<file path="src/hw/pipeCtrl_macros.svh">
/*
 * Field widths of the RV32I instruction encoding used by the controller.
 * Only the fields the control path looks at are given here.
 */
`ifndef PIPE_CTRL_MACROS_SVH
`define PIPE_CTRL_MACROS_SVH

// Major opcode, instr[6:0]
`define RV_OPCODE_W 7

// Minor opcode, instr[14:12]
`define RV_FUNCT3_W 3

// Register index, 32 architectural registers
`define RV_REG_ADDR_W 5

`endif

</file>
<file path="src/hw/pipeCtrlPkg.sv">
/*
 * Control encodings passed between pipeline stages and to the datapath.
 * The datapath must decode immSrc, aluCtrl, resultSrc and forward selects
 * with exactly these values.
 */
package pipeCtrlPkg;

    // Immediate format select
    typedef logic [2:0] immSrcT;
    localparam immSrcT immI = 3'b000;
    localparam immSrcT immS = 3'b001;
    localparam immSrcT immB = 3'b010;
    localparam immSrcT immJ = 3'b011;
    localparam immSrcT immU = 3'b100;

    // ALU operation
    typedef logic [2:0] aluCtrlT;
    localparam aluCtrlT aluAdd = 3'b000;
    localparam aluCtrlT aluSub = 3'b001;
    localparam aluCtrlT aluAnd = 3'b010;
    localparam aluCtrlT aluOr  = 3'b011;
    localparam aluCtrlT aluSlt = 3'b101;

    // Main decoder to ALU decoder class
    typedef logic [1:0] aluOpT;
    localparam aluOpT aluOpMem    = 2'b00;
    localparam aluOpT aluOpBranch = 2'b01;
    localparam aluOpT aluOpFunct  = 2'b10;

    // Writeback result mux
    typedef logic [1:0] resultSrcT;
    localparam resultSrcT resAlu = 2'b00;
    localparam resultSrcT resMem = 2'b01;
    localparam resultSrcT resPc4 = 2'b10;
    localparam resultSrcT resImm = 2'b11;

    // Execute operand forwarding
    typedef logic [1:0] forwardSelT;
    localparam forwardSelT fwdReg = 2'b00;
    localparam forwardSelT fwdWb  = 2'b01;
    localparam forwardSelT fwdMem = 2'b10;

endpackage

</file>
<file path="src/hw/rvIsaPkg.sv">
/*
 * RV32I subset seen by the controller: lw, sw, R-type, I-type ALU,
 * beq/bne, jal, jalr and lui. Anything else decodes as a no-op.
 */
`include "pipeCtrl_macros.svh"

package rvIsaPkg;

    // Instruction field types
    typedef logic [`RV_OPCODE_W-1:0]   opcodeT;
    typedef logic [`RV_FUNCT3_W-1:0]   funct3T;
    typedef logic [`RV_REG_ADDR_W-1:0] regAddrT;

    // Major opcodes
    localparam opcodeT opLoad     = 7'b0000011;
    localparam opcodeT opStore    = 7'b0100011;
    localparam opcodeT opRtype    = 7'b0110011;
    localparam opcodeT opBranch   = 7'b1100011;
    localparam opcodeT opItypeAlu = 7'b0010011;
    localparam opcodeT opJal      = 7'b1101111;
    localparam opcodeT opJalr     = 7'b1100111;
    localparam opcodeT opLui      = 7'b0110111;

    // ALU funct3, shared by R-type and I-type
    localparam funct3T f3AddSub = 3'b000;
    localparam funct3T f3Slt    = 3'b010;
    localparam funct3T f3Or     = 3'b110;
    localparam funct3T f3And    = 3'b111;

    // Branch funct3
    localparam funct3T f3Beq = 3'b000;
    localparam funct3T f3Bne = 3'b001;

endpackage

</file>
<file path="src/hw/ctrlStagePipe.sv">
/*
 * Control registers for execute, memory and writeback.
 * Execute loads a bubble on flushE_i; memory and writeback never stall
 * and clear only on reset.
 */
module ctrlStagePipe (
    input  logic                    clk,
    input  logic                    reset,
    input  logic                    flushE_i,
    // Decode-stage control
    input  logic                    regWriteD_i,
    input  logic                    aluSrcD_i,
    input  logic                    memWriteD_i,
    input  logic                    branchD_i,
    input  logic                    jumpD_i,
    input  logic                    branchTypeD_i,
    input  pipeCtrlPkg::resultSrcT  resultSrcD_i,
    input  pipeCtrlPkg::aluCtrlT    aluControlD_i,
    // Execute stage
    output pipeCtrlPkg::aluCtrlT    aluControlE_o,
    output logic                    aluSrcE_o,
    output logic                    branchE_o,
    output logic                    jumpE_o,
    output logic                    branchTypeE_o,
    output pipeCtrlPkg::resultSrcT  resultSrcE_o,
    // Memory stage
    output logic                    memWriteM_o,
    output pipeCtrlPkg::resultSrcT  resultSrcM_o,
    output logic                    regWriteM_o,
    // Writeback stage
    output logic                    regWriteW_o,
    output pipeCtrlPkg::resultSrcT  resultSrcW_o
);

    // Execute-stage bits not seen outside
    logic regWriteE;
    logic memWriteE;

    // Execute bank
    always_ff @(posedge clk) begin
        if (reset || flushE_i) begin
            regWriteE     <= 1'b0;
            memWriteE     <= 1'b0;
            resultSrcE_o  <= pipeCtrlPkg::resAlu;
            aluControlE_o <= pipeCtrlPkg::aluAdd;
            aluSrcE_o     <= 1'b0;
            branchE_o     <= 1'b0;
            jumpE_o       <= 1'b0;
            branchTypeE_o <= 1'b0;
        end else begin
            regWriteE     <= regWriteD_i;
            memWriteE     <= memWriteD_i;
            resultSrcE_o  <= resultSrcD_i;
            aluControlE_o <= aluControlD_i;
            aluSrcE_o     <= aluSrcD_i;
            branchE_o     <= branchD_i;
            jumpE_o       <= jumpD_i;
            branchTypeE_o <= branchTypeD_i;
        end
    end

    // Memory bank
    always_ff @(posedge clk) begin
        if (reset) begin
            regWriteM_o  <= 1'b0;
            memWriteM_o  <= 1'b0;
            resultSrcM_o <= pipeCtrlPkg::resAlu;
        end else begin
            regWriteM_o  <= regWriteE;
            memWriteM_o  <= memWriteE;
            resultSrcM_o <= resultSrcE_o;
        end
    end

    // Writeback bank
    always_ff @(posedge clk) begin
        if (reset) begin
            regWriteW_o  <= 1'b0;
            resultSrcW_o <= pipeCtrlPkg::resAlu;
        end else begin
            regWriteW_o  <= regWriteM_o;
            resultSrcW_o <= resultSrcM_o;
        end
    end

endmodule

</file>
<file path="src/hw/hazardUnit.sv">
/*
 * Forwarding, load-use stall, fetch-ready stall and mispredict flush.
 * All outputs are combinational. Data memory is assumed always ready.
 */
module hazardUnit (
    input  logic                    clk,
    input  logic                    reset,
    input  rvIsaPkg::regAddrT       rs1D_i,
    input  rvIsaPkg::regAddrT       rs2D_i,
    input  rvIsaPkg::regAddrT       rs1E_i,
    input  rvIsaPkg::regAddrT       rs2E_i,
    input  rvIsaPkg::regAddrT       rdE_i,
    input  rvIsaPkg::regAddrT       rdM_i,
    input  rvIsaPkg::regAddrT       rdW_i,
    input  pipeCtrlPkg::resultSrcT  resultSrcE_i,
    input  logic                    regWriteM_i,
    input  logic                    regWriteW_i,
    input  logic                    instrReady_i,
    input  logic                    mispredictE_i,
    output pipeCtrlPkg::forwardSelT forwardAE_o,
    output pipeCtrlPkg::forwardSelT forwardBE_o,
    output logic                    stallF_o,
    output logic                    stallD_o,
    output logic                    flushD_o,
    output logic                    flushE_o
);

    // Low only in the reset cycle
    logic fetchStarted;
    logic loadUseStall;

    // Memory stage wins over writeback, x0 is never forwarded
    function automatic pipeCtrlPkg::forwardSelT fwdSelect(
        input rvIsaPkg::regAddrT rsE,
        input rvIsaPkg::regAddrT rdM,
        input logic              regWriteM,
        input rvIsaPkg::regAddrT rdW,
        input logic              regWriteW
    );
        pipeCtrlPkg::forwardSelT sel;
        sel = pipeCtrlPkg::fwdReg;
        if (rsE != '0 && rsE == rdM && regWriteM) begin
            sel = pipeCtrlPkg::fwdMem;
        end else if (rsE != '0 && rsE == rdW && regWriteW) begin
            sel = pipeCtrlPkg::fwdWb;
        end
        return sel;
    endfunction

    assign forwardAE_o = fwdSelect(rs1E_i, rdM_i, regWriteM_i, rdW_i, regWriteW_i);
    assign forwardBE_o = fwdSelect(rs2E_i, rdM_i, regWriteM_i, rdW_i, regWriteW_i);

    // Fetch has no valid request pending during reset
    always_ff @(posedge clk) begin
        if (reset) begin
            fetchStarted <= 1'b0;
        end else begin
            fetchStarted <= 1'b1;
        end
    end

    // Load in execute feeding a source of the instruction in decode
    assign loadUseStall = (resultSrcE_i == pipeCtrlPkg::resMem)
                       && (rdE_i != '0)
                       && ((rdE_i == rs1D_i) || (rdE_i == rs2D_i));

    assign stallF_o = loadUseStall || (fetchStarted && !instrReady_i);
    assign stallD_o = loadUseStall || !instrReady_i;
    assign flushD_o = mispredictE_i;
    // Bubble into execute whenever decode holds or is squashed
    assign flushE_o = loadUseStall || mispredictE_i || !instrReady_i;

endmodule

</file>
<file path="src/hw/instrDecoder.sv">
/*
 * Decode-stage control, purely combinational.
 * Unsupported opcodes give no register write, store, branch or jump.
 * Unsupported ALU funct3 values fall back to add.
 */
module instrDecoder (
    input  rvIsaPkg::opcodeT        op_i,
    input  rvIsaPkg::funct3T        funct3_i,
    input  logic                    funct7b5_i,
    output logic                    regWriteD_o,
    output logic                    aluSrcD_o,
    output logic                    memWriteD_o,
    output logic                    branchD_o,
    output logic                    jumpD_o,
    output logic                    branchTypeD_o,
    output pipeCtrlPkg::resultSrcT  resultSrcD_o,
    output pipeCtrlPkg::immSrcT     immSrcD_o,
    output pipeCtrlPkg::aluCtrlT    aluControlD_o
);

    // Class of ALU work, main decoder to ALU decoder
    pipeCtrlPkg::aluOpT aluOp;
    // R-type with funct7[5] set means sub
    logic rtypeSub;

    // Main decoder
    always_comb begin
        // Safe defaults, also the unknown-opcode result
        regWriteD_o  = 1'b0;
        immSrcD_o    = pipeCtrlPkg::immI;
        aluSrcD_o    = 1'b0;
        memWriteD_o  = 1'b0;
        resultSrcD_o = pipeCtrlPkg::resAlu;
        branchD_o    = 1'b0;
        jumpD_o      = 1'b0;
        aluOp        = pipeCtrlPkg::aluOpMem;
        case (op_i)
            rvIsaPkg::opLoad: begin
                regWriteD_o  = 1'b1;
                aluSrcD_o    = 1'b1;
                resultSrcD_o = pipeCtrlPkg::resMem;
            end
            rvIsaPkg::opStore: begin
                immSrcD_o   = pipeCtrlPkg::immS;
                aluSrcD_o   = 1'b1;
                memWriteD_o = 1'b1;
            end
            rvIsaPkg::opRtype: begin
                regWriteD_o = 1'b1;
                aluOp       = pipeCtrlPkg::aluOpFunct;
            end
            rvIsaPkg::opBranch: begin
                immSrcD_o = pipeCtrlPkg::immB;
                branchD_o = 1'b1;
                aluOp     = pipeCtrlPkg::aluOpBranch;
            end
            rvIsaPkg::opItypeAlu: begin
                regWriteD_o = 1'b1;
                aluSrcD_o   = 1'b1;
                aluOp       = pipeCtrlPkg::aluOpFunct;
            end
            rvIsaPkg::opJal: begin
                regWriteD_o  = 1'b1;
                immSrcD_o    = pipeCtrlPkg::immJ;
                resultSrcD_o = pipeCtrlPkg::resPc4;
                jumpD_o      = 1'b1;
            end
            rvIsaPkg::opJalr: begin
                // Target is rs1 + imm, so ALU takes the immediate
                regWriteD_o  = 1'b1;
                aluSrcD_o    = 1'b1;
                resultSrcD_o = pipeCtrlPkg::resPc4;
                jumpD_o      = 1'b1;
            end
            rvIsaPkg::opLui: begin
                regWriteD_o  = 1'b1;
                immSrcD_o    = pipeCtrlPkg::immU;
                resultSrcD_o = pipeCtrlPkg::resImm;
            end
            default: begin
                // Keep defaults
                regWriteD_o = 1'b0;
            end
        endcase
    end

    // I-type has op[5] clear, so addi with imm[10] set stays add
    assign rtypeSub = funct7b5_i & op_i[5];

    // ALU decoder
    always_comb begin
        case (aluOp)
            pipeCtrlPkg::aluOpMem:    aluControlD_o = pipeCtrlPkg::aluAdd;
            // Compare by subtraction, zero flag checked in datapath
            pipeCtrlPkg::aluOpBranch: aluControlD_o = pipeCtrlPkg::aluSub;
            pipeCtrlPkg::aluOpFunct: begin
                case (funct3_i)
                    rvIsaPkg::f3AddSub: begin
                        aluControlD_o = rtypeSub ? pipeCtrlPkg::aluSub : pipeCtrlPkg::aluAdd;
                    end
                    rvIsaPkg::f3Slt: aluControlD_o = pipeCtrlPkg::aluSlt;
                    rvIsaPkg::f3Or:  aluControlD_o = pipeCtrlPkg::aluOr;
                    rvIsaPkg::f3And: aluControlD_o = pipeCtrlPkg::aluAnd;
                    default:         aluControlD_o = pipeCtrlPkg::aluAdd;
                endcase
            end
            default: aluControlD_o = pipeCtrlPkg::aluAdd;
        endcase
    end

    // Branch-type decoder, high inverts the zero test for bne
    always_comb begin
        branchTypeD_o = 1'b0;
        if (op_i == rvIsaPkg::opBranch) begin
            case (funct3_i)
                rvIsaPkg::f3Beq: branchTypeD_o = 1'b0;
                rvIsaPkg::f3Bne: branchTypeD_o = 1'b1;
                default:         branchTypeD_o = 1'b0;
            endcase
        end
    end

endmodule

</file>
<file path="src/hw/pipelineController.sv">
/*
 * Control path of a five-stage RV32I-subset pipeline.
 * The datapath supplies instruction fields, register indices, fetch ready
 * and branch resolution; it consumes the control and hazard outputs.
 */
module pipelineController (
    input  logic                    clk,
    input  logic                    reset,
    // Decode-stage instruction fields
    input  rvIsaPkg::opcodeT        op_i,
    input  rvIsaPkg::funct3T        funct3_i,
    input  logic                    funct7b5_i,
    input  rvIsaPkg::regAddrT       rs1D_i,
    input  rvIsaPkg::regAddrT       rs2D_i,
    // Later-stage register indices
    input  rvIsaPkg::regAddrT       rs1E_i,
    input  rvIsaPkg::regAddrT       rs2E_i,
    input  rvIsaPkg::regAddrT       rdE_i,
    input  rvIsaPkg::regAddrT       rdM_i,
    input  rvIsaPkg::regAddrT       rdW_i,
    input  logic                    instrReady_i,
    input  logic                    mispredictE_i,
    // Decode
    output pipeCtrlPkg::immSrcT     immSrcD_o,
    // Execute
    output pipeCtrlPkg::aluCtrlT    aluControlE_o,
    output logic                    aluSrcE_o,
    output logic                    branchE_o,
    output logic                    jumpE_o,
    output logic                    branchTypeE_o,
    // Memory and writeback
    output logic                    memWriteM_o,
    output pipeCtrlPkg::resultSrcT  resultSrcM_o,
    output logic                    regWriteW_o,
    output pipeCtrlPkg::resultSrcT  resultSrcW_o,
    // Hazards
    output pipeCtrlPkg::forwardSelT forwardAE_o,
    output pipeCtrlPkg::forwardSelT forwardBE_o,
    output logic                    stallF_o,
    output logic                    stallD_o,
    output logic                    flushD_o,
    output logic                    flushE_o
);

    // Decode-stage control bundle
    logic                   regWriteD;
    logic                   aluSrcD;
    logic                   memWriteD;
    logic                   branchD;
    logic                   jumpD;
    logic                   branchTypeD;
    pipeCtrlPkg::resultSrcT resultSrcD;
    pipeCtrlPkg::aluCtrlT   aluControlD;
    // Stage pipe to hazard unit
    pipeCtrlPkg::resultSrcT resultSrcE;
    logic                   regWriteM;

    instrDecoder instrDecoder_inst (
        .op_i          (op_i),
        .funct3_i      (funct3_i),
        .funct7b5_i    (funct7b5_i),
        .regWriteD_o   (regWriteD),
        .aluSrcD_o     (aluSrcD),
        .memWriteD_o   (memWriteD),
        .branchD_o     (branchD),
        .jumpD_o       (jumpD),
        .branchTypeD_o (branchTypeD),
        .resultSrcD_o  (resultSrcD),
        .immSrcD_o     (immSrcD_o),
        .aluControlD_o (aluControlD)
    );

    ctrlStagePipe ctrlStagePipe_inst (
        .clk           (clk),
        .reset         (reset),
        .flushE_i      (flushE_o),
        .regWriteD_i   (regWriteD),
        .aluSrcD_i     (aluSrcD),
        .memWriteD_i   (memWriteD),
        .branchD_i     (branchD),
        .jumpD_i       (jumpD),
        .branchTypeD_i (branchTypeD),
        .resultSrcD_i  (resultSrcD),
        .aluControlD_i (aluControlD),
        .aluControlE_o (aluControlE_o),
        .aluSrcE_o     (aluSrcE_o),
        .branchE_o     (branchE_o),
        .jumpE_o       (jumpE_o),
        .branchTypeE_o (branchTypeE_o),
        .resultSrcE_o  (resultSrcE),
        .memWriteM_o   (memWriteM_o),
        .resultSrcM_o  (resultSrcM_o),
        .regWriteM_o   (regWriteM),
        .regWriteW_o   (regWriteW_o),
        .resultSrcW_o  (resultSrcW_o)
    );

    hazardUnit hazardUnit_inst (
        .clk           (clk),
        .reset         (reset),
        .rs1D_i        (rs1D_i),
        .rs2D_i        (rs2D_i),
        .rs1E_i        (rs1E_i),
        .rs2E_i        (rs2E_i),
        .rdE_i         (rdE_i),
        .rdM_i         (rdM_i),
        .rdW_i         (rdW_i),
        .resultSrcE_i  (resultSrcE),
        .regWriteM_i   (regWriteM),
        .regWriteW_i   (regWriteW_o),
        .instrReady_i  (instrReady_i),
        .mispredictE_i (mispredictE_i),
        .forwardAE_o   (forwardAE_o),
        .forwardBE_o   (forwardBE_o),
        .stallF_o      (stallF_o),
        .stallD_o      (stallD_o),
        .flushD_o      (flushD_o),
        .flushE_o      (flushE_o)
    );

endmodule

</file>
<file path="config.mk">
export PLATFORM = sky130hd
export DESIGN_NAME = pipelineController
export DESIGN_NICKNAME = d
export VERILOG_FILES = /design/src/hw/pipeCtrlPkg.sv /design/src/hw/rvIsaPkg.sv /design/src/hw/ctrlStagePipe.sv /design/src/hw/hazardUnit.sv /design/src/hw/instrDecoder.sv /design/src/hw/pipelineController.sv
export VERILOG_INCLUDE_DIRS = /design/src /design/src/hw
export SDC_FILE = /design/constraint.sdc
export NUM_CORES = 1
export LEC_CHECK = 0
export BUFFER_PORTS_ARGS = -buffer_cell sky130_fd_sc_hd__buf_2
export CAP_MARGIN = 10
export CELL_PAD_IN_SITES_DETAIL_PLACEMENT = 1
export CELL_PAD_IN_SITES_GLOBAL_PLACEMENT = 2
export CORE_ASPECT_RATIO = 0.7
export CORE_MARGIN = 1
export CORE_UTILIZATION = 20
export CTS_CLUSTER_DIAMETER = 50
export DETAILED_ROUTE_END_ITERATION = 8
export PLACE_DENSITY = 0.76
export SLEW_MARGIN = 20
export SYNTH_ARGS = -nofsm -noshare
export SYNTH_HDL_FRONTEND = slang
export SYNTH_SLANG_ARGS = --single-unit
</file>
<file path="constraint.sdc">
create_clock -name clk -period 1.76 [get_ports clk]
set_input_delay 0.264 -clock clk [delete_from_list [all_inputs] [get_ports clk]]
set_output_delay 0.264 -clock clk [all_outputs]
set_load 0.02 [all_outputs]
</file>
# Yosys cells after proc, flatten, opt, wreduce, memory -nomap -nowiden
# Cells that the tools add are included.
word_totals:
  reg_bits: 19
  output_inout_bits: 24
op_classes:
  bitwise_logic: 2
  eq_ne: 21
  reduce_logical: 27
  n_mux: 17
ops:
  columns: ["op", "n"]
  rows:
  - ["== test 5 bit", 6]
  - ["case mux 3 bit (4 select lines)", 2]
  - ["== test 7 x 6 -> 1 bit (second input constant)", 3]
  - ["== test 7 bit (second input constant)", 3]
  - ["nonzero test 5 bit", 3]
  - ["logical AND 1 bit", 11]
  - ["two-way mux 1 bit", 10]
  - ["== test 7 x 2 -> 1 bit (second input constant)", 1]
  - ["== test 7 x 5 -> 1 bit (second input constant)", 1]
  - ["== test 3 bit (second input constant)", 2]
  - ["logical OR 1 bit", 6]
  - ["case mux 2 bit (3 select lines)", 1]
  - ["case mux 3 bit (2 select lines)", 1]
  - ["OR reduction 2 bit", 3]
  - ["OR reduction 6 bit", 1]
  - ["== test 2 x 1 -> 1 bit (second input constant)", 2]
  - ["two-way mux 2 bit", 2]
  - ["case mux 2 bit (2 select lines)", 1]
  - ["OR reduction 4 bit", 1]
  - ["== test 3 x 1 -> 1 bit (second input constant)", 1]
  - ["== test 3 x 2 -> 1 bit (second input constant)", 1]
  - ["zero test 3 bit", 1]
  - ["== test 2 bit (second input constant)", 1]
  - ["bitwise AND 1 bit", 1]
  - ["other kinds (2)", 2]

# Longest topological paths before layout
# Gate-level depths: netlist of the first run.
logic_depth:
  word_depth: 7
  ltp_mapped: 9
  depth_no_buf: 8

# Cells and area by module
# From an unflattened synthesis of the first run, not the netlist that was laid out.
unflattened:
  hier_cells: 143
  hier_area_um2: 1372.6
modules_own_cells:
  columns: ["module", "n_inst", "area_per_inst_um2", "cells_per_inst"]
  rows:
  - ["ctrlStagePipe", 1, 570.5, 38]
  - ["hazardUnit", 1, 491.7, 60]
  - ["instrDecoder", 1, 310.3, 45]

# Worst setup path after synthesis of the first run
# No wires, ideal clock.
synth_timing:
  kind: "input -> output"
  start: "input port rs1E_i[0]"
  end: "output port forwardAE_o[0]"
  stages: 4
  n_path_buf: 0
  arrival_ns: 1.771
  slack_ns: -0.275
  cell_sequence: "or4_1 > nor2_1 > nor4_1 > nor4_1"
synth_between:
  elab_chain_cells: 5
  elab_cells_between_ends: 9
  cone_classes: "2 x eq/ne; 2 x mux; 5 x reduce/logical"
synth_lines:
  columns: ["element", "line", "rtl"]
  rows:
  - ["start: declaration", "pipelineController.sv:16", "input rvIsaPkg::regAddrT rs1E_i,"]
  - ["== test 5 bit / nonzero test 5 bit (equally long branches)", "hazardUnit.sv:44, hazardUnit.sv:42", null]
  - ["logical AND 1 bit (2 in series)", "hazardUnit.sv:44", "end else if (rsE != '0 && rsE == rdW && regWriteW) begin"]
  - ["two-way mux 1 bit", "hazardUnit.sv:44", null]
  - ["two-way mux 2 bit (*)", "hazardUnit.sv:42", "if (rsE != '0 && rsE == rdM && regWriteM) begin"]
  - ["end: declaration", "pipelineController.sv:37", "output pipeCtrlPkg::forwardSelT forwardAE_o,"]
# Mark *: on every way between the ends. The rest lies on a longest branch, timed or not.

# Worst setup path in the final report of the first run
# Ends and elaborated chain as after synthesis.

==> impl_metrics.tcl, run 1 <==
set metrics [dict create \
    criticalPathCategory "primary input to primary output" \
    hold_buffers 0 \
    setup_viol 1 \
    postRouteAntennaNets 0 \
    cts_buffers 3 \
    crit_required_ps 1500 \
    cts_tree "done" \
    skew_ps 0.947 \
    synth_edf_count 0 \
    core_area_sq_mm 0.00590 \
    htree_levels 1 \
    viasPerCell 4.33 \
    fill_cells 726 \
    start_util_pct 21.3 \
    first_pass_iters 4 \
    yosysSeqAreaShare_pct 30.3 \
    finalHoldViolCount 0 \
    multi_input_area_sq_um 911 \
    arrival_ps 1530 \
    layout_common_cells "69 x buf_2, 32 x buf_4, 26 x xnor2_1" \
    min_period_over_period_pct 102 \
    drc 0 \
    final_util_pct 34.9 \
    fmaxAchievable_mhz 558 \
    cts_buffer_depth 2 \
    slew_headroom_pct 71.8 \
    cts_root_buf "clkbuf_8" \
    layout-drive-gt1-share_pct 48.8 \
    ys_types 34 \
    setup_ws_ps -33.3 \
    rsz0062_at_grt "true" \
    power.density_mw_per_mm2 501 \
    fp.dieH_um 68.3 \
    power_mw 1.03 \
    slew_viol_final 0 \
    die_x_um 96.7 \
    area_growth_pct 63.8 \
    critPathTopFamily "simple AND/OR/NAND/NOR gates" \
    async_flop_share_pct 0 \
    postSynthAreaPerCell_sq_um 8.55 \
    cp_common_cell "nor4_2" \
    dpl.hpwl_um 3640 \
    holdCritPathClass "primary input to register" \
    die_area_sq_mm 0.00661 \
    max-vdd-ir-drop_uv 244 \
    end_kind "primary output" \
    final_common_cell "buf_2" \
    ys_seq_elements 19 \
    nets 301 \
    post_drt_wl_per_cell_um 13.1 \
    io-pin-count 74 \
    yosys_warnings 0 \
    clkTransAtPathRegs_ps 70 \
    syn-num-nets 199 \
    io_buffers 73 \
    crit_path_top_delay_cell "or4_4" \
    r2r_slack_ps 600 \
    outcome "finished with violations" \
    clk_latency_ps 250 \
    grt_use_total_pct 13.3 \
    drt-initial-drc-count 24 \
    violations "setup timing" \
    totalWireLength_um 4250 \
    register_area_sq_um 380 \
    num_antenna_cells 0 \
    slowest_delay_ps 550 \
    grt_max_degree 12 \
    antenna_found_initial 0 \
    cp_num_buf_inv 2 \
    worstSetupStartpointType "primary input" \
    crit_fanout 2 \
    p_leak_nw 0.876 \
    cts_sinks 19 \
    netlist_instances 147 \
    crit_chain "buf_2 -> or4_4 -> nor2_4 -> nor4_2 -> nor4_2 -> buf_4" \
    overflow 0 \
    worstMarginPinSlew_ps 422 \
    ys.flop_type "dfxtp_1" \
    num_rows 23 \
    grt_pass1_vias 1459 \
    netlist_area_sq_mm 0.00126 \
    grt_pass1_wl_um 6990 \
    via_count 1400 \
    max_cap_violations 0 \
    gp_congestion 0.773 \
    tns_ps -33.3 \
    period_needed_ps 1790 \
]
## metrics by stage
step / setup WS, ps / cell area (sq um) / hold slack (ps) / std cells
floorplan: -47.6 / 1340 / 328 / 147
global placement: -33.3 / 1950 / 419 / 317
detailed placement: -90.3 / 1950 / 428 / 317
CTS: -55.3 / 2040 / 275 / 322
global route: -94.6 / 2060 / 294 / 323
finish: -33.3 / 2060 / 277 / 323
## sequential cells by signal (all words and copies together), names as in the netlist
name                              count
ctrlStagePipe_inst.branchE_o          1
ctrlStagePipe_inst.aluControlE_o      3
ctrlStagePipe_inst.memWriteM_o        1
ctrlStagePipe_inst.regWriteW_o        1
ctrlStagePipe_inst.jumpE_o            1
hazardUnit_inst.fetchStarted          1
ctrlStagePipe_inst.resultSrcM_o       2
ctrlStagePipe_inst.regWriteE          1
ctrlStagePipe_inst.memWriteE          1
ctrlStagePipe_inst.branchTypeE_o      1
ctrlStagePipe_inst.resultSrcE_o       2
ctrlStagePipe_inst.regWriteM_o        1
ctrlStagePipe_inst.aluSrcE_o          1
ctrlStagePipe_inst.resultSrcW_o       2
## path summary, 6_finish.rpt
kind	from	end	cells after the start
worst max-delay path	rs1E_i[0]	forwardAE_o[0]	6
worst min-delay path	reset	hazardUnit_inst.fetchStarted$_DFF_P_	2
worst max register to register	ctrlStagePipe_inst.resultSrcE_o[0]$_SDFF_PP0_	ctrlStagePipe_inst.memWriteE$_SDFF_PP0_	3
worst min register to register	ctrlStagePipe_inst.regWriteE$_SDFF_PP0_	ctrlStagePipe_inst.regWriteM_o$_SDFF_PP0_	1
## what timing repair did
item	in CTS	in global routing
setup endpoints to repair	2	6
pin swaps	2	3
gates resized for setup	7	4
buffers inserted	1	1
## kinds of logic (layout without fill, tap and decap cells)
kind of cell / count (synthesis) / after routing / share of synthesized area [%]
flip-flops: 19 / 19 / 30.3
adder cells (fa/ha/maj): 2 / 2 / 1.99
buffers and inverters: 11 / 112 / 4.28
XOR/XNOR: 31 / 31 / 21.6
AO/OA/AOI/OAI: 26 / 26 / 15.1
AND/OR/NAND/NOR: 58 / 58 / 26.7
## power by group
group / total (mW) / switching [mW] / internal, mW / leakage (nW)
sequential: 0.432 / 0.000447 / 0.431 / 0.153
combinational: 0.291 / 0.146 / 0.146 / 0.697
clock: 0.307 / 0.150 / 0.157 / 0.0255
total: 1.03 / 0.296 / 0.734 / 0.876
## cell usage after synthesis, types with 2 or more instances
| library cell | instances | area share, % |
|---|---|---|
| a21oi_1 | 6 | 2.4 |
| dfxtp_1 | 19 | 30 |
| nand2_1 | 9 | 2.7 |
| or3_1 | 4 | 2.0 |
| nor2b_1 | 10 | 5.0 |
| nand2b_1 | 2 | 1.0 |
| clkbuf_1 | 3 | 0.90 |
| xnor2_1 | 26 | 18 |
| inv_1 | 5 | 1.5 |
| nor3b_1 | 2 | 1.2 |
| xor2_1 | 5 | 3.5 |
| o21ai_0 | 5 | 2.0 |
| nor2_1 | 7 | 2.1 |
| nand3_1 | 6 | 2.4 |
| o22ai_1 | 2 | 1.0 |
| nor4_1 | 4 | 2.0 |
| or4_1 | 3 | 1.8 |
| ha_1 | 2 | 2.0 |
| nand4b_1 | 2 | 1.4 |
| a211oi_1 | 5 | 3.0 |
| nand4_1 | 7 | 3.5 |
## layout make-up
class / instances / share of cell area (%)
Inverter: 5 / 0.912
Timing Repair Buffer: 103 / 29.5
Multi-Input combinational cell: 117 / 44.3
Clock inverter: 1 / 0.243
Clock buffer: 3 / 2.01
Sequential cell: 19 / 18.5
Tap cell: 75 / 4.56
## per-layer routing
metal / vias to the layer above / track usage, % / wire, um
met3: 2 / 2.45 / 195
met4: 0 / 2.24 / 19
met2: 38 / 23.2 / 1970
met1: 637 / 17.5 / 2060
met5: - / 0 / 0
li1: 723 / - / -
(Power assumes the default switching activity.)
==> run 2, diff against run 1 <==
- SKIP_LAST_GASP: not set -> 1
==> impl_metrics.tcl, run 2 (synthesis results as in run 1) <==
set metrics [dict create \
    drt-initial-drc-count 24 \
    reg2reg_depth 3 \
    power_frac_seq_pct 42.1 \
    overflow 0 \
    drc 0 \
    r2r_slack_ps 600 \
    cp_common_cell "nor4_2" \
    post_drt_wl_per_cell_um 13.2 \
    cts_root_buf "clkbuf_8" \
    slew_headroom_pct 71.8 \
    max_cap_violations 0 \
    cts_sinks 19 \
    largest_register "ctrlStagePipe_inst.aluControlE_o" \
    core_area_sq_mm 0.00590 \
    rsz0062_at_grt "true" \
    first_pass_iters 4 \
    arrival_ps 1580 \
    setup_viol 1 \
    holdCritPathClass "primary input to register" \
    finalHoldViolCount 0 \
    grt_pass1_vias 1459 \
    die_area_sq_mm 0.00661 \
    hold_buffers 0 \
    hold_depth 2 \
    place_inst 317 \
    whs_endpoint "hazardUnit_inst.fetchStarted$_DFF_P_" \
    outcome "finished with violations" \
    max-vdd-ir-drop_uv 244 \
    crit_fanout 2 \
    grt_pass1_wl_um 6980 \
    start_util_pct 21.3 \
    r2r_end "ctrlStagePipe_inst.memWriteE$_SDFF_PP0_" \
    power_frac_comb_pct 28.0 \
    dpl.hpwl_um 3640 \
    io-pin-count 74 \
    swShare_pct 28.8 \
    totalWireLength_um 4260 \
    met3_usage_pct 2.45 \
    cts_buffer_depth 2 \
    p_leak_nw 0.870 \
    antenna_found_initial 0 \
    gp_congestion 0.773 \
    r2r_start "ctrlStagePipe_inst.resultSrcE_o[0]$_SDFF_PP0_" \
    final_cells 323 \
    use_met1_pct 17.5 \
    htree_levels 1 \
    io_buffers 73 \
    area_growth_pct 62.2 \
    cts_buffers 3 \
    crit_path_top_delay_cell "or4_1" \
    met2_usage_pct 23.1 \
    grt_use_total_pct 13.2 \
    layout-drive-gt1-share_pct 48.4 \
    fmaxAchievable_mhz 541 \
    skew_ps 1.01 \
    power.net_switching_mw 0.295 \
    min_period_over_period_pct 105 \
    cts_tree "done" \
    crit_chain "buf_2 -> or4_1 -> nor2_2 -> nor4_2 -> nor4_2 -> buf_4" \
    period_needed_ps 1850 \
    worstSetupStartpointType "primary input" \
    crit_required_ps 1500 \
    postRouteAntennaNets 0 \
    top_usage_layer "met2" \
    cp-startpoint "rs1E_i[0]" \
    p_int_mw 0.731 \
    clockPowerShare_pct 29.9 \
    nets 301 \
    slew_viol_final 0 \
    final_common_cell "buf_2" \
    layout_common_cells "71 x buf_2, 32 x buf_4, 26 x xnor2_1" \
    worstMarginPinSlew_ps 422 \
    setup_ws_ps -86.9 \
    largest_reg_flops 3 \
    grt_max_degree 12 \
    fp.dieH_um 68.3 \
    num_antenna_cells 0 \
    slowest_delay_ps 560 \
    power_mw 1.03 \
    num_rows 23 \
    power.density_mw_per_mm2 504 \
    die_x_um 96.7 \
    viasPerCell 4.37 \
    clkTransAtPathRegs_ps 70 \
    min_from "reset" \
    violations "setup timing" \
    end_kind "primary output" \
    clk_latency_ps 250 \
    via_count 1410 \
    criticalPathCategory "primary input to primary output" \
]
-- run 2: final cells by class --
class | instances | area (sq um)
Multi-Input combinational cell | 117 | 902
Sequential cell | 19 | 380
Timing Repair Buffer | 103 | 596
Inverter | 5 | 18.8
Tap cell | 75 | 93.8
Clock inverter | 1 | 5.00
Clock buffer | 3 | 41.3
Fill cell | 727 | 3860
-- run 2: worst max-delay path: cells and delay by family --
kind	cells	cell delay, ps
AND/OR/NAND/NOR	4	1030
buffers and inverters	2	280
-- run 2: stage by stage --
step | cell area (sq um) | util (%) | hold slack (ps) | worst slack [ps] | TNS [ps]
global route | 2040 | 34.5 | 294 | -133 | -197
CTS | 2030 | 34.4 | 275 | -55.3 | -76.9
detailed placement | 1950 | 33.1 | 428 | -90.3 | -232
global placement | 1950 | 33.1 | 419 | -33.3 | -49.5
floorplan | 1340 | - | 328 | -47.6 | -57.7
finish | 2040 | 34.5 | 277 | -86.9 | -86.9
-- run 2: worst max-delay path by stage --
stage,endpoint,slack [ps]
final,forwardAE_o[0],-90
after global routing,forwardAE_o[0],-130
after CTS,forwardAE_o[0],-60
after detailed placement,forwardAE_o[0],-90
after global placement,ctrlStagePipe_inst.aluControlE_o[0]$_SDFF_PP0_,-30
after floorplan,forwardAE_o[0],-50
-- run 2: routing by layer --
layer | part of all wire [%] | up-vias
li1 | - | 723
met1 | 48 | 647
met2 | 47 | 38
met3 | 4.6 | 2
met4 | 0.45 | 0
met5 | 0 | -
-- run 2: repair_timing --
item | 4_1_cts | 5_1_grt
setup buffers | 1 | 1
setup endpoints to repair | 2 | 6
gates resized for setup | 5 | 2
pin swaps | 2 | 3
-- run 2: power groups by stage --
| stage | Clock (mW) | Sequential, mW | Combinational (mW) |
|---|---|---|---|
| 3_3_place_gp | 0 | 0.442 | 0.275 |
| 2_1_floorplan | 0 | 0.442 | 0.128 |
| 4_1_cts | 0.317 | 0.432 | 0.288 |
| 5_1_grt | 0.338 | 0.432 | 0.314 |
| 3_5_place_dp | 0 | 0.442 | 0.282 |
| 6_report | 0.307 | 0.432 | 0.287 |
==> run 3, diff against run 2 <==
- BUFFER_PORTS_ARGS: -buffer_cell sky130_fd_sc_hd__buf_2 -> not set
- CORE_UTILIZATION: 20 -> 29
- DONT_BUFFER_PORTS: not set -> 1
- HOLD_SLACK_MARGIN: not set -> 0.12
==> impl_metrics.tcl, run 3 (synthesis results as in run 1) <==
set metrics [dict create \
    final_util_pct 37.2 \
    io_buffers 0 \
    largest_register "ctrlStagePipe_inst.aluControlE_o" \
    dpl.hpwl_um 2990 \
    cts_tree "done" \
    cts_root_buf "clkbuf_8" \
    final_common_cell "xnor2_1" \
    die_area_sq_mm 0.00460 \
    cts_buffer_depth 2 \
    period_needed_ps 1740 \
    crit_required_ps 1500 \
    via_count 1115 \
    wl_met1_um 1630 \
    num_antenna_cells 0 \
    nets 212 \
    area_growth_pct 19.7 \
    skew_ps 2.54 \
    clkTransAtPathRegs_ps 70 \
    die_x_um 80.7 \
    fp.dieH_um 57.1 \
    cts_sinks 19 \
    grt_pass1_vias 1155 \
    io-pin-count 74 \
    antenna_found_initial 0 \
    gp_congestion 0.801 \
    worstMarginPinSlew_ps 643 \
    drc 0 \
    place_inst 205 \
    cts_buffers 3 \
    worstSetupStartpointType "register" \
    grt_pass1_wl_um 5310 \
    top_layer "met4" \
    crit_fanout 3 \
    finalHoldViolCount 0 \
    p_leak_nw 0.469 \
    tns_ps 0 \
    clk_latency_ps 250 \
    grt_use_total_pct 14.8 \
    start_util_pct 31.1 \
    slew_headroom_pct 56.7 \
    min_period_over_period_pct 98.8 \
    viasPerCell 5.28 \
    max_cap_violations 0 \
    fmaxAchievable_mhz 575 \
    overflow 0 \
    totalWireLength_um 3480 \
    r2r_slack_ps 560 \
    dr_wl_met3_um 212 \
    max-vdd-ir-drop_uv 424 \
    core_area_sq_mm 0.00404 \
    wl_met2_um 1620 \
    drt-initial-drc-count 27 \
    power_mw 0.865 \
    holdCritPathClass "primary input to register" \
    largest_reg_flops 3 \
    arrival_ps 1470 \
    htree_levels 1 \
    num_rows 19 \
    first_pass_iters 4 \
    postRouteAntennaNets 0 \
    layout_common_cells "26 x xnor2_1, 19 x dfxtp_1, 12 x buf_4" \
    grt_max_degree 15 \
    slew_viol_final 0 \
    power.density_mw_per_mm2 575 \
    criticalPathCategory "register to primary output" \
    final_cells 211 \
    end_kind "primary output" \
    whs_ps 152 \
    outcome "finished, final reports clean" \
    setup_viol 0 \
    post_drt_wl_per_cell_um 16.5 \
    rsz0062_at_grt "true" \
    layout-drive-gt1-share_pct 17.0 \
]
==> run 3: cell types whose count changed in the layout (fill, tap and decap cells not counted), sizes merged <==
cell,previous run,this run
dlygate4sd3,0,2
buf,103,12
clkbuf,3,4
clkinv,1,0
==> run 3: critical path, cell delays in order, from the launching register on <==
cell and delay [ps]:
dfxtp_1 320, nor2b_1 170, o21ai_0 170, o21ai_0 560
==> run 3: worst paths after layout <==
check | startpoint | to | depth (start not counted)
setup / recovery | ctrlStagePipe_inst.resultSrcE_o[0]$_SDFF_PP0_ | flushE_o | 3
hold / removal | funct3_i[2] | ctrlStagePipe_inst.aluControlE_o[1]$_SDFF_PP0_ | 2
setup reg to reg | ctrlStagePipe_inst.resultSrcE_o[0]$_SDFF_PP0_ | ctrlStagePipe_inst.aluControlE_o[0]$_SDFF_PP0_ | 4
hold reg to reg | ctrlStagePipe_inst.regWriteE$_SDFF_PP0_ | ctrlStagePipe_inst.regWriteM_o$_SDFF_PP0_ | 1
==> run 3: metrics by stage <==
| step | area, sq um | worst slack, ps |
|---|---|---|
| 6_report | 1500 | 21.8 |
| 5_1_grt | 1500 | -54.6 |
| 4_1_cts | 1500 | 2.56 |
| 3_5_place_dp | 1440 | -2.67 |
| 3_3_place_gp | 1440 | 71.8 |
| 2_1_floorplan | 1340 | -47.6 |
==> run 3: what timing repair did <==
item | CTS | global route
hold buffers | 2 | 0
endpoints found under the setup margin | 1 | 2
setup buffers | 0 | 0
endpoints found under the hold margin | 9 | 0
resized for setup | 1 | 0
==> run 3: final cells by class <==
cell class | instances | area [sq um]
fillers | 477 | 2540
repair buffers | 14 | 110
flip-flops and latches | 19 | 380
multi-input cells | 117 | 885
well taps | 52 | 65.1
inverters | 5 | 18.8
clock buffers | 4 | 45.0
==> run 3: power breakdown <==
| part | internal (mW) | switching [mW] | total, mW |
|---|---|---|---|
| Sequential | 0.432 | 0.000874 | 0.433 |
| Clock | 0.161 | 0.130 | 0.291 |
| Combinational | 0.0769 | 0.0651 | 0.142 |
| Total | 0.669 | 0.196 | 0.865 |
==> run 3: metal layers <==
metal	GRT usage (%)	vias up
met5	0	-
met4	2.30	0
met3	3.84	2
met2	23.1	38
met1	21.0	529
li1	-	546
